===== config.mk =====
export PLATFORM = sky130hd
export DESIGN_NAME = cpu_top
export DESIGN_NICKNAME = d
export VERILOG_FILES = /design/src/design/cpu_pkg.sv /design/src/design/alu.sv /design/src/design/cpu_top.sv /design/src/design/decode_stage.sv /design/src/design/execute_stage.sv /design/src/design/register_file.sv /design/src/design/writeback_stage.sv
export SDC_FILE = /design/constraint.sdc
export NUM_CORES = 1
export LEC_CHECK = 0
export ABC_AREA = 0
export BUFFER_PORTS_ARGS = -buffer_cell sky130_fd_sc_hd__buf_2
export CAP_MARGIN = 10
export CORE_MARGIN = 5
export CORE_UTILIZATION = 50
export DETAILED_ROUTE_END_ITERATION = 10
export PLACE_DENSITY = 0.69
export SLEW_MARGIN = 20
export SYNTH_ARGS = -nofsm -noshare
export SYNTH_HDL_FRONTEND = slang
export SYNTH_HIERARCHICAL = 1
export SYNTH_SLANG_ARGS = --single-unit
export TNS_END_PERCENT = 50

===== constraint.sdc =====
create_clock -name clk -period 4.2 [get_ports clk]
set_input_delay 0.21 -clock clk [delete_from_list [all_inputs] [get_ports clk]]
set_output_delay 0.21 -clock clk [all_outputs]
set_load 0.02 [all_outputs]

===== src/design/cpu_pkg.sv =====
package cpu_pkg;

   ////////////////////////////////////////////////////////////
   // Widths and instruction fields
   ////////////////////////////////////////////////////////////

   localparam int WORD_W    = 16;
   localparam int REG_IDX_W = 2;
   localparam int NUM_REGS  = 4;

   // Bit positions inside a 16-bit instruction
   localparam int OPCODE_LSB = 12;
   localparam int RS_LSB     = 10;
   localparam int RT_LSB     = 8;
   localparam int RD_LSB     = 6;
   localparam int FUNC_W     = 6;
   localparam int IMM_W      = 8;

   typedef logic [WORD_W-1:0]    word_t;
   typedef logic [REG_IDX_W-1:0] reg_idx_t;

   ////////////////////////////////////////////////////////////
   // Opcodes and function codes
   ////////////////////////////////////////////////////////////

   // I-type ALU ops
   localparam logic [WORD_W-OPCODE_LSB-1:0] OPCODE_ADI   = 4'd4;
   localparam logic [WORD_W-OPCODE_LSB-1:0] OPCODE_ORI   = 4'd5;
   localparam logic [WORD_W-OPCODE_LSB-1:0] OPCODE_LHI   = 4'd6;
   // All R-type ops share this one
   localparam logic [WORD_W-OPCODE_LSB-1:0] OPCODE_RTYPE = 4'd15;

   localparam logic [FUNC_W-1:0] FUNC_ADD = 6'd0;
   localparam logic [FUNC_W-1:0] FUNC_SUB = 6'd1;
   localparam logic [FUNC_W-1:0] FUNC_AND = 6'd2;
   localparam logic [FUNC_W-1:0] FUNC_ORR = 6'd3;
   localparam logic [FUNC_W-1:0] FUNC_NOT = 6'd4;
   localparam logic [FUNC_W-1:0] FUNC_TCP = 6'd5;
   localparam logic [FUNC_W-1:0] FUNC_SHL = 6'd6;
   localparam logic [FUNC_W-1:0] FUNC_SHR = 6'd7;
   // Output port write and halt
   localparam logic [FUNC_W-1:0] FUNC_WWD = 6'd28;
   localparam logic [FUNC_W-1:0] FUNC_HLT = 6'd29;

   typedef enum logic [3:0] {
      ALU_ADD,
      ALU_SUB,
      ALU_AND,
      ALU_OR,
      ALU_NOT,
      ALU_TCP,
      ALU_SHL,
      ALU_SHR,
      ALU_LHI
   } alu_op_t;

   ////////////////////////////////////////////////////////////
   // Instruction view and stage payloads
   ////////////////////////////////////////////////////////////

   // Immediate lives in the low IMM_W bits
   typedef struct packed {
      logic [WORD_W-1:OPCODE_LSB]     opcode;
      logic [OPCODE_LSB-1:RS_LSB]     rs;
      logic [RS_LSB-1:RT_LSB]         rt;
      logic [RT_LSB-1:RD_LSB]         rd;
      logic [FUNC_W-1:0]              func;
   } inst_t;

   typedef struct packed {
      logic     valid;
      alu_op_t  alu_op;
      logic     use_imm;
      word_t    imm;
      reg_idx_t rs;
      reg_idx_t rt;
      word_t    rs_data;
      word_t    rt_data;
      reg_idx_t dst;
      logic     reg_write;
      logic     out_write;
      logic     halt;
   } id_ex_t;

   typedef struct packed {
      logic     valid;
      word_t    result;
      reg_idx_t dst;
      logic     reg_write;
      logic     halt;
   } ex_wb_t;

   typedef struct packed {
      logic     en;
      reg_idx_t addr;
      word_t    data;
   } rf_write_t;

endpackage


===== src/design/alu.sv =====
`timescale 1ns/100ps

module alu (
   input  cpu_pkg::alu_op_t   i_op,
   input  cpu_pkg::word_t     i_a,
   input  cpu_pkg::word_t     i_b,
   output cpu_pkg::word_t     o_result
);
   import cpu_pkg::*;

   always_comb begin
      case (i_op)
         ALU_ADD: o_result = i_a + i_b;
         ALU_SUB: o_result = i_a - i_b;
         ALU_AND: o_result = i_a & i_b;
         ALU_OR:  o_result = i_a | i_b;
         // Unary ops on A only
         ALU_NOT: o_result = ~i_a;
         ALU_TCP: o_result = ~i_a + 1'b1;
         ALU_SHL: o_result = i_a << 1;
         // Keeps the sign bit
         ALU_SHR: o_result = word_t'($signed(i_a) >>> 1);
         // Byte of B into high half, low half cleared
         ALU_LHI: o_result = {i_b[IMM_W-1:0], {(WORD_W-IMM_W){1'b0}}};
         default: o_result = '0;
      endcase
   end

endmodule


===== src/design/cpu_top.sv =====
`timescale 1ns/100ps

module cpu_top (
   input  logic                 clk,
   input  logic                 reset_n,
   input  logic                 i_inst_valid,
   input  cpu_pkg::inst_t       i_inst,
   output logic                 o_out_valid,
   output cpu_pkg::word_t       o_out_data,
   output logic                 o_halted
);
   import cpu_pkg::*;

   // Stage payloads
   id_ex_t    id_ex;
   ex_wb_t    ex_wb;
   rf_write_t rf_write;

   // Register file read path
   reg_idx_t  rs_addr;
   reg_idx_t  rt_addr;
   word_t     rs_data;
   word_t     rt_data;

   logic      ex_halt;

   ////////////////////////////////////////////////////////////
   // Pipeline stages
   ////////////////////////////////////////////////////////////

   decode_stage u_decode (
      .clk          (clk),
      .reset_n      (reset_n),
      .i_inst_valid (i_inst_valid),
      .i_inst       (i_inst),
      .i_rs_data    (rs_data),
      .i_rt_data    (rt_data),
      .o_rs_addr    (rs_addr),
      .o_rt_addr    (rt_addr),
      .o_id_ex      (id_ex)
   );

   // Forwarding taps the writeback request
   execute_stage u_execute (
      .clk         (clk),
      .reset_n     (reset_n),
      .i_id_ex     (id_ex),
      .i_fwd       (rf_write),
      .o_ex_wb     (ex_wb),
      .o_out_valid (o_out_valid),
      .o_out_data  (o_out_data),
      .o_halt      (ex_halt)
   );

   writeback_stage u_writeback (
      .clk      (clk),
      .reset_n  (reset_n),
      .i_ex_wb  (ex_wb),
      .i_halt   (ex_halt),
      .o_write  (rf_write),
      .o_halted (o_halted)
   );

   register_file u_regfile (
      .clk       (clk),
      .reset_n   (reset_n),
      .i_write   (rf_write),
      .i_rs_addr (rs_addr),
      .i_rt_addr (rt_addr),
      .o_rs_data (rs_data),
      .o_rt_data (rt_data)
   );

endmodule


===== src/design/decode_stage.sv =====
`timescale 1ns/100ps

module decode_stage (
   input  logic                 clk,
   input  logic                 reset_n,
   input  logic                 i_inst_valid,
   input  cpu_pkg::inst_t       i_inst,
   input  cpu_pkg::word_t       i_rs_data,
   input  cpu_pkg::word_t       i_rt_data,
   output cpu_pkg::reg_idx_t    o_rs_addr,
   output cpu_pkg::reg_idx_t    o_rt_addr,
   output cpu_pkg::id_ex_t      o_id_ex
);
   import cpu_pkg::*;

   ////////////////////////////////////////////////////////////
   // Instruction register and acceptance
   ////////////////////////////////////////////////////////////

   inst_t ir;
   logic  ir_valid;
   logic  halt_seen;
   logic  accept;
   logic  inst_is_hlt;

   // Nothing gets in once a HLT has been taken
   assign accept      = i_inst_valid && !halt_seen;
   assign inst_is_hlt = (i_inst.opcode == OPCODE_RTYPE) && (i_inst.func == FUNC_HLT);

   always_ff @(posedge clk) begin
      if (!reset_n) begin
         ir        <= '0;
         ir_valid  <= 1'b0;
         halt_seen <= 1'b0;
      end else begin
         ir_valid <= accept;
         if (accept) begin
            ir <= i_inst;
         end
         // Sticky until reset
         if (accept && inst_is_hlt) begin
            halt_seen <= 1'b1;
         end
      end
   end

   ////////////////////////////////////////////////////////////
   // Field decode and control
   ////////////////////////////////////////////////////////////

   alu_op_t  alu_op;
   logic     use_imm;
   word_t    imm_ext;
   reg_idx_t dst;
   logic     reg_write;
   logic     out_write;
   logic     halt;

   always_comb begin
      // R-type dest and no side effects by default
      alu_op    = ALU_ADD;
      use_imm   = 1'b0;
      imm_ext   = '0;
      dst       = ir.rd;
      reg_write = 1'b0;
      out_write = 1'b0;
      halt      = 1'b0;
      case (ir.opcode)
         OPCODE_ADI: begin
            alu_op    = ALU_ADD;
            use_imm   = 1'b1;
            // Sign-extended
            imm_ext   = {{(WORD_W-IMM_W){ir[IMM_W-1]}}, ir[IMM_W-1:0]};
            dst       = ir.rt;
            reg_write = 1'b1;
         end
         OPCODE_ORI: begin
            alu_op    = ALU_OR;
            use_imm   = 1'b1;
            // Zero-extended
            imm_ext   = {{(WORD_W-IMM_W){1'b0}}, ir[IMM_W-1:0]};
            dst       = ir.rt;
            reg_write = 1'b1;
         end
         OPCODE_LHI: begin
            // ALU moves the byte up
            alu_op    = ALU_LHI;
            use_imm   = 1'b1;
            imm_ext   = {{(WORD_W-IMM_W){1'b0}}, ir[IMM_W-1:0]};
            dst       = ir.rt;
            reg_write = 1'b1;
         end
         OPCODE_RTYPE: begin
            reg_write = 1'b1;
            case (ir.func)
               FUNC_ADD: alu_op = ALU_ADD;
               FUNC_SUB: alu_op = ALU_SUB;
               FUNC_AND: alu_op = ALU_AND;
               FUNC_ORR: alu_op = ALU_OR;
               FUNC_NOT: alu_op = ALU_NOT;
               FUNC_TCP: alu_op = ALU_TCP;
               FUNC_SHL: alu_op = ALU_SHL;
               FUNC_SHR: alu_op = ALU_SHR;
               FUNC_WWD: begin
                  reg_write = 1'b0;
                  out_write = 1'b1;
               end
               FUNC_HLT: begin
                  reg_write = 1'b0;
                  halt      = 1'b1;
               end
               // Unknown function writes nothing
               default:  reg_write = 1'b0;
            endcase
         end
         default: ;
      endcase
   end

   // Register file addressed straight from IR
   assign o_rs_addr = ir.rs;
   assign o_rt_addr = ir.rt;

   ////////////////////////////////////////////////////////////
   // ID/EX pipeline register
   ////////////////////////////////////////////////////////////

   always_ff @(posedge clk) begin
      // Bubble carries an all-zero payload
      if (!reset_n || !ir_valid) begin
         o_id_ex <= '0;
      end else begin
         o_id_ex.valid     <= 1'b1;
         o_id_ex.alu_op    <= alu_op;
         o_id_ex.use_imm   <= use_imm;
         o_id_ex.imm       <= imm_ext;
         o_id_ex.rs        <= ir.rs;
         o_id_ex.rt        <= ir.rt;
         o_id_ex.rs_data   <= i_rs_data;
         o_id_ex.rt_data   <= i_rt_data;
         o_id_ex.dst       <= dst;
         o_id_ex.reg_write <= reg_write;
         o_id_ex.out_write <= out_write;
         o_id_ex.halt      <= halt;
      end
   end

endmodule


===== src/design/execute_stage.sv =====
`timescale 1ns/100ps

module execute_stage (
   input  logic                 clk,
   input  logic                 reset_n,
   input  cpu_pkg::id_ex_t      i_id_ex,
   input  cpu_pkg::rf_write_t   i_fwd,
   output cpu_pkg::ex_wb_t      o_ex_wb,
   output logic                 o_out_valid,
   output cpu_pkg::word_t       o_out_data,
   output logic                 o_halt
);
   import cpu_pkg::*;

   ////////////////////////////////////////////////////////////
   // Forwarding and operand select
   ////////////////////////////////////////////////////////////

   word_t rs_val;
   word_t rt_val;
   word_t op_b;
   word_t alu_result;
   logic  do_out;
   logic  do_halt;

   // Writeback result overrides a stale read
   function automatic word_t fwd_sel(input reg_idx_t idx, input word_t read_val,
                                     input rf_write_t wr);
      word_t value;
      value = read_val;
      if (wr.en && (wr.addr == idx)) begin
         value = wr.data;
      end
      return value;
   endfunction

   assign rs_val = fwd_sel(i_id_ex.rs, i_id_ex.rs_data, i_fwd);
   assign rt_val = fwd_sel(i_id_ex.rt, i_id_ex.rt_data, i_fwd);

   // B is either rt or the extended immediate
   assign op_b = i_id_ex.use_imm ? i_id_ex.imm : rt_val;

   alu u_alu (
      .i_op     (i_id_ex.alu_op),
      .i_a      (rs_val),
      .i_b      (op_b),
      .o_result (alu_result)
   );

   assign do_out  = i_id_ex.valid && i_id_ex.out_write;
   assign do_halt = i_id_ex.valid && i_id_ex.halt;

   ////////////////////////////////////////////////////////////
   // EX/WB register and output port
   ////////////////////////////////////////////////////////////

   always_ff @(posedge clk) begin
      if (!reset_n) begin
         o_ex_wb     <= '0;
         o_out_valid <= 1'b0;
         o_out_data  <= '0;
         o_halt      <= 1'b0;
      end else begin
         o_ex_wb.valid     <= i_id_ex.valid;
         o_ex_wb.result    <= alu_result;
         o_ex_wb.dst       <= i_id_ex.dst;
         o_ex_wb.reg_write <= i_id_ex.valid && i_id_ex.reg_write;
         o_ex_wb.halt      <= do_halt;
         // One-cycle pulse per WWD
         o_out_valid <= do_out;
         // Port holds its last value
         if (do_out) begin
            o_out_data <= rs_val;
         end
         o_halt <= do_halt;
      end
   end

endmodule


===== src/design/register_file.sv =====
`timescale 1ns/100ps

module register_file (
   input  logic                 clk,
   input  logic                 reset_n,
   input  cpu_pkg::rf_write_t   i_write,
   input  cpu_pkg::reg_idx_t    i_rs_addr,
   input  cpu_pkg::reg_idx_t    i_rt_addr,
   output cpu_pkg::word_t       o_rs_data,
   output cpu_pkg::word_t       o_rt_data
);
   import cpu_pkg::*;

   // Four architectural registers
   word_t regs_q [NUM_REGS];

   // Read with write-through bypass
   function automatic word_t read_port(input reg_idx_t addr, input rf_write_t wr,
                                       input word_t stored);
      word_t value;
      value = stored;
      // Same-cycle write wins over the stored copy
      if (wr.en && (wr.addr == addr)) begin
         value = wr.data;
      end
      return value;
   endfunction

   always_ff @(posedge clk) begin
      if (!reset_n) begin
         for (int i = 0; i < NUM_REGS; i++) begin
            regs_q[i] <= '0;
         end
      end else if (i_write.en) begin
         regs_q[i_write.addr] <= i_write.data;
      end
   end

   // Both ports see the pending write
   assign o_rs_data = read_port(i_rs_addr, i_write, regs_q[i_rs_addr]);
   assign o_rt_data = read_port(i_rt_addr, i_write, regs_q[i_rt_addr]);

endmodule


===== src/design/writeback_stage.sv =====
`timescale 1ns/100ps

module writeback_stage (
   input  logic                 clk,
   input  logic                 reset_n,
   input  cpu_pkg::ex_wb_t      i_ex_wb,
   input  logic                 i_halt,
   output cpu_pkg::rf_write_t   o_write,
   output logic                 o_halted
);
   import cpu_pkg::*;

   logic halted_q;

   ////////////////////////////////////////////////////////////
   // Register write request
   ////////////////////////////////////////////////////////////

   // Also feeds execute forwarding
   always_comb begin
      o_write.en   = i_ex_wb.valid && i_ex_wb.reg_write;
      o_write.addr = i_ex_wb.dst;
      o_write.data = i_ex_wb.result;
   end

   ////////////////////////////////////////////////////////////
   // Halt state
   ////////////////////////////////////////////////////////////

   // Held once the HLT reaches writeback
   always_ff @(posedge clk) begin
      if (!reset_n) begin
         halted_q <= 1'b0;
      end else if (i_ex_wb.valid && i_ex_wb.halt) begin
         halted_q <= 1'b1;
      end
   end

   // Pulse from execute shows up the same cycle
   assign o_halted = i_halt || halted_q;

endmodule


==> run summary, run 1 <==
EDFF count, synth -> 64
RSZ-0062 raised after global routing -> true
CTS max path bufs -> 2
layout cells sized above 1 -> 22.9%
initial antenna violation count -> 0
initial core utilization -> 50.9%
Largest delay share family, worst path -> compound AO/OA/AOI/OAI gates
Mapped Cells -> 1,073
first-pass GRT wire length -> 47,200 um
die span in y -> 156 um
worst-case reg-to-reg path depth -> 18
vias in the first global route -> 8,474
most common cell after layout, fill and taps aside -> dfxtp_1
Final min period -> 4.11 ns
Power Dens Cells -> 348 nW/um^2
CP cell instances -> xor2_4 -> o31ai_4 -> a21oi_2 -> or4_4 -> buf_4 -> nor3_1 -> a21oi_1 -> xnor2_1 -> ha_1 -> buf_4 -> nand2_1 -> a211o_1 -> a21oi_2 -> buf_4 -> o21ai_0 -> a221oi_1 -> o41ai_1 -> and2_1
CP max-delay cell -> or4_4
area share of the largest cell type after synthesis -> 21.1%
Req. time, crit path -> 4.53 ns
Final Hold Vio Count -> 0
most frequent cells in the layout -> dfxtp_1 (107), nand2_1 (91), and2_1 (77)
crit path max fanout -> 8
Via density -> 6.32
I/O Buffers -> 36
Setup CP Type -> reg -> reg
total congestion overflow -> 0
# H-tree levels -> 4
post-synth top area cell -> dfxtp_1
CTS tree -> yes
Hold Path Class -> in -> reg
most used cell, CP -> buf_4
Worst-Skew Late Latency -> 0.43 ns
status -> finished clean
clock skew -> 0.0181 ns
Final Wtd Congestion -> 0.983
hold buffers post-CTS -> 0
Synth area leaders -> dfxtp_1 (21%), edfxtp_1 (18%), and2_1 (4.6%)
Worst path max stage delay -> 0.56 ns
TritonRoute pass-1 iters -> 8
post-synth cell types -> 84
final WL -> 30,000 um
Worst-path clk slew -> 0.08 ns
crit path launch type -> flip-flop
crit end category -> flip-flop
root buffer cell -> clkbuf_16
Total Nets Final -> 1,123
die width -> 156 um
WHS Path Cells -> 3
# rows -> 53
Sink Count -> 177
wire per inst -> 21.9 um
Syn Std Cell Area -> 10,700 sq um
TritonCTS Buffers -> 17
core area -> 21,000 sq um
Synth Net Count -> 1,112
# setup viols final -> 0
synthesis warning total -> 6
Max-slew headroom -> 18.7%
Inserted Diodes -> 0
Async S/R FF share, synth -> 0%
drc violations -> 0
synthesized area per cell -> 9.97 sq um
top_reg_cell synth -> dfxtp_1
io pins -> 37
Layout area overhead -> 11.3%
Tcrit/Tclk final -> 97.8%
largest net degree at the start of global routing -> 67
Fmax -> 243 MHz
DRT antenna net count -> 0
sequential share of the synthesized area -> 39.1%
hold_ws -> 0.0281 ns
Final Max Tran Viols -> 0
crit path buf inv count -> 3
worst-margin pin slew -> 1.21 ns
#FFs+latches synth -> 177
HPWL after DPL -> 20,700 um
CP arrival -> 4.44 ns
max-cap check violation count -> 0
via count -> 8,666
Tot GR Track Use -> 24.5%
die area -> 24,400 sq um
initial DRC count -> 1,076
fillers -> 1,785
Util after Layout -> 56.7%
WP depth -> 18
leakage power -> 4.83 nW
Worst IR Drop VDD -> 0.270 mV
-- repair_timing --
| action | in CTS | in global routing |
|---|---|---|
| gates resized for setup | 1 | 42 |
| setup endpoints to repair | 2 | 9 |
| buffers inserted | 0 | 3 |
| pin swaps | 0 | 15 |
-- cell families (layout without fill, tap and decap cells) --
group,count (synthesis),in the layout,share of synthesized area (%)
compound gates,255,255,16.5
mux,67,67,11.5
flops,177,177,39.1
simple gates,376,376,19.7
xor+xnor,45,45,4.03
fa+ha+maj,21,21,2.50
buf+inv,132,156,6.69
-- synthesized netlist by cell type, types with 5 or more instances --
cell,count
xnor2_1,26
mux2_4,20
o211ai_1,8
a41oi_1,17
and2_1,79
o2111ai_1,7
dfxtp_1,113
nor3_1,19
a21boi_0,15
ha_1,19
nor2b_1,27
edfxtp_1,64
buf_6,6
inv_1,15
nor2_1,27
a21oi_1,47
o31ai_1,34
a31oi_1,22
nand2_1,91
buf_2,19
clkbuf_1,55
mux4_1,12
nand2b_1,8
buf_4,31
mux4_2,20
a222oi_1,7
nand4_1,19
mux2_2,14
xor2_1,14
and3_1,56
nor3b_1,5
nand3_1,13
o21ai_0,45
-- stage by stage --
| stage | TNS, ns | worst slack, ns | instances | power [mW] | instance area [sq um] |
|---|---|---|---|---|---|
| after global routing | -0.0935 | -0.0461 | 1372 | 4.32 | 11900 |
| after floorplan | 0 | 0.0148 | 1073 | 2.47 | 10700 |
| final | 0 | 0.0921 | 1372 | 4.15 | 11900 |
| after global placement | 0 | 0.0658 | 1337 | 2.65 | 11100 |
| after CTS | 0 | 0.0363 | 1369 | 4.14 | 11700 |
| after detailed placement | -0.0337 | -0.0202 | 1337 | 2.66 | 11100 |
-- state kept, by name (all words and copies together), names as in the netlist --
name,count
u_execute/o_out_valid,1
u_execute/o_out_data,16
u_decode/halt_seen,1
u_decode/o_rs_addr,2
u_decode/o_id_ex,56
u_decode/ir,12
u_execute/o_halt,1
u_execute/o_ex_wb,20
u_writeback/halted_q,1
u_decode/o_rt_addr,2
u_decode/ir_valid,1
u_regfile/regs_q,64
-- report_power, final --
group          switching [mW]  internal, mW  leakage, nW
Sequential              0.116          1.84         1.58
Clock                   0.696         0.798        0.275
Combinational           0.365         0.330         2.97
-- final timing paths --
kind                             start               endpoint  slack (ns)
setup / recovery  u_decode/o_id_ex[37]  u_execute/o_ex_wb[17]        0.09
setup reg to reg  u_decode/o_id_ex[37]  u_execute/o_ex_wb[17]        0.09
hold / removal              i_inst[10]  u_decode/o_rs_addr[0]        0.03
hold reg to reg    u_decode/o_id_ex[4]   u_execute/o_ex_wb[3]        0.44
-- final cells by class --
type | count | area (sq um) | share of cell area, %
Clock buffer | 19 | 453 | 3.80
Clock inverter | 13 | 98.8 | 0.830
Inverter | 15 | 58.8 | 0.494
Multi-Input combinational cell | 764 | 6010 | 50.5
Sequential cell | 177 | 4200 | 35.3
Tap cell | 275 | 344 | 2.89
Timing Repair Buffer | 109 | 741 | 6.22
-- worst reg2reg max path, delay by kind of cell, from the launching register on --
kind | cells | cell delay (ns)
AO/OA/AOI/OAI | 8 | 1.49
XOR/XNOR | 2 | 0.42
adder cells (fa/ha/maj) | 1 | 0.33
buffers and inverters | 3 | 0.45
flip-flops | 1 | 0.38
AND/OR/NAND/NOR | 4 | 0.93
-- layer usage --
metal,routed length [um],vias up,global-route usage [%]
li1,-,4011,-
met3,2390,59,4.87
met2,14000,432,38.9
met4,695,0,7.31
met5,0,-,0
met1,12900,4164,34.2
(Power assumes the default switching activity.)
==> run 2, diff against run 1 <==
Settings changed: SYNTH_HIERARCHICAL 1 to not set.
==> run summary, run 2 <==
# setup viols final -> 0
synthesis warning total -> 0
Critical Path Source -> u_decode.o_id_ex[37]
met1 usage -> 32.8%
#FFs+latches synth -> 181
number of flip-flops in the largest register -> 64
leakage power -> 4.84 nW
post-synth top area cell -> dfxtp_1
# H-tree levels -> 4
Layout area overhead -> 13.7%
EDFF count, synth -> 64
met3 GRT Util -> 4.46%
crit path launch type -> flip-flop
initial antenna violation count -> 0
Inserted Diodes -> 0
status -> finished clean
Req. time, crit path -> 4.52 ns
CTS tree -> yes
layout cells sized above 1 -> 18.0%
placed inst area -> 10,600 sq um
Biggest register -> u_regfile.regs_q
most common cell after layout, fill and taps aside -> dfxtp_1
most frequent cells in the layout -> dfxtp_1 (114), nand2_1 (96), nor2_1 (80)
fillers -> 1,732
sequential share of the synthesized area -> 42.8%
crit end category -> flip-flop
Worst-path clk slew -> 0.07 ns
wire per inst -> 20.6 um
largest net degree at the start of global routing -> 37
CTS max path bufs -> 2
Async S/R FF share, synth -> 0%
setup tns final -> 0 ns
final WL -> 27,000 um
Max-slew headroom -> 17.9%
Final Wtd Congestion -> 0.984
Final Max Tran Viols -> 0
total power -> 4.30 mW
Power Dens Cells -> 380 nW/um^2
Total Nets Final -> 1,070
top_reg_cell synth -> dfxtp_1
reg-to-reg endpoint -> u_execute.o_ex_wb[19]
Tcrit/Tclk final -> 95.1%
worst-case reg-to-reg path depth -> 18
HPWL after DPL -> 19,200 um
area share of the largest cell type after synthesis -> 23.5%
r2r setup slk -> 0.21 ns
Synth Net Count -> 1,026
worst setup margin -> 0.206 ns
core area -> 19,500 sq um
Mapped Cells -> 987
max-cap check violation count -> 0
hold buffers post-CTS -> 0
die area -> 22,800 sq um
Tot GR Track Use -> 24.5%
initial DRC count -> 688
RSZ-0062 raised after global routing -> true
TritonRoute pass-1 iters -> 5
clock skew -> 0.0135 ns
initial core utilization -> 51.0%
Setup CP Type -> reg -> reg
synthesized area per cell -> 10.1 sq um
Final Hold Vio Count -> 0
pre-CTS setup slack -> 0.0217 ns
met2 Use GR -> 40.5%
hold path start -> i_inst[7]
count leader, synth -> dfxtp_1
I/O Buffers -> 36
worst-margin pin slew -> 1.22 ns
Via density -> 5.99
# rows -> 51
Syn Std Cell Area -> 9960 sq um
Sink Count -> 181
root buffer cell -> clkbuf_16
die span in y -> 151 um
via count -> 7,836
Hold Path Class -> in -> reg
r2r startpoint -> u_decode.o_id_ex[37]
io pins -> 37
Synth area leaders -> dfxtp_1 (24%), edfxtp_1 (19%), mux4_2 (7.5%)
GR peak layer -> met2
TritonCTS Buffers -> 17
Worst IR Drop VDD -> 0.373 mV
end of the critical path -> u_execute.o_ex_wb[19]
Worst-Skew Late Latency -> 0.43 ns
final instance area -> 11,300 sq um
drc violations -> 0
CP arrival -> 4.32 ns
Final min period -> 3.99 ns
commonest cells in the netlist -> dfxtp_1 (117), nand2_1 (96), nor2_1 (80)
vias in the first global route -> 7,811
first-pass GRT wire length -> 42,700 um
total congestion overflow -> 0
Fmax -> 250 MHz
die width -> 151 um
DRT antenna net count -> 0
crit path max fanout -> 9
post-synth cell types -> 78
top flop regs -> u_regfile.regs_q x64, u_decode.o_id_ex x56, u_execute.o_ex_wb x20
## run 2: metal layers
layer	wire length [um]	share of wire, %
met5	0	0
met4	668	2.5
met1	11700	43
met2	13100	48
met3	1580	5.9
## run 2: worst min-delay path by stage
stage / end / slack (ns) / cells past startpoint
finish: u_decode.ir[7] / 0.02 / 3
global route: u_decode.ir[6] / 0.03 / 3
CTS: u_decode.ir[7] / 0.009 / 3
detailed placement: u_execute.o_ex_wb[3] / 0.42 / 1
global placement: u_execute.o_ex_wb[3] / 0.42 / 1
floorplan: u_decode.ir[14] / 0.35 / 2
## run 2: layout make-up
type	instances	area [sq um]	area share, %
tap	265	332	2.93
timing repair buffer	90	598	5.28
clock inverter	9	126	1.12
inverter	22	82.6	0.729
sequential	181	4270	37.7
multi-input combinational	719	5380	47.5
clock buffer	23	532	4.70
## run 2: through the flow
step                      hold slack (ns)  utilization [%]  cells
after floorplan                     0.355                -    987
after global placement              0.418             54.4   1277
after detailed placement            0.417             54.4   1277
after CTS                         0.00886             57.7   1309
after global routing               0.0261             58.0   1309
final                              0.0198             58.0   1309
## run 2: power breakdown
group	total [mW]	internal [mW]	leakage [nW]	switching, mW
Clock	1.76	1.03	0.323	0.727
Combinational	0.539	0.256	2.90	0.283
Sequential	2.01	1.88	1.61	0.125
## run 2: cell families after synthesis
family / Yosys count / share of synthesized area, %
compound gates: 202 / 14.7
simple gates: 358 / 18.1
buf+inv: 87 / 3.64
flops: 181 / 42.8
fa+ha+maj: 20 / 2.59
mux: 95 / 13.9
xor+xnor: 44 / 4.28
## run 2: worst max-delay path, stage by stage (launching register included)
cell      delay, ns
dfxtp_1        0.34
buf_4          0.16
xnor2_4        0.23
nand3_4        0.12
buf_4          0.20
o311a_1        0.33
nor3b_2        0.18
and2_1         0.18
a21oi_1        0.22
xor2_1         0.18
ha_1           0.26
a21oi_1        0.17
nand2_1        0.09
o311a_1        0.33
o311ai_2       0.30
a21oi_1        0.14
nor2_1         0.13
nor4_1         0.05
a221o_1        0.28
## run 2: what timing repair did
action / CTS / global route
gates resized for setup: 0 / 10
hold endpoints to repair: 0 / 0
setup endpoints to repair: 0 / 5
buffers inserted: 0 / 0
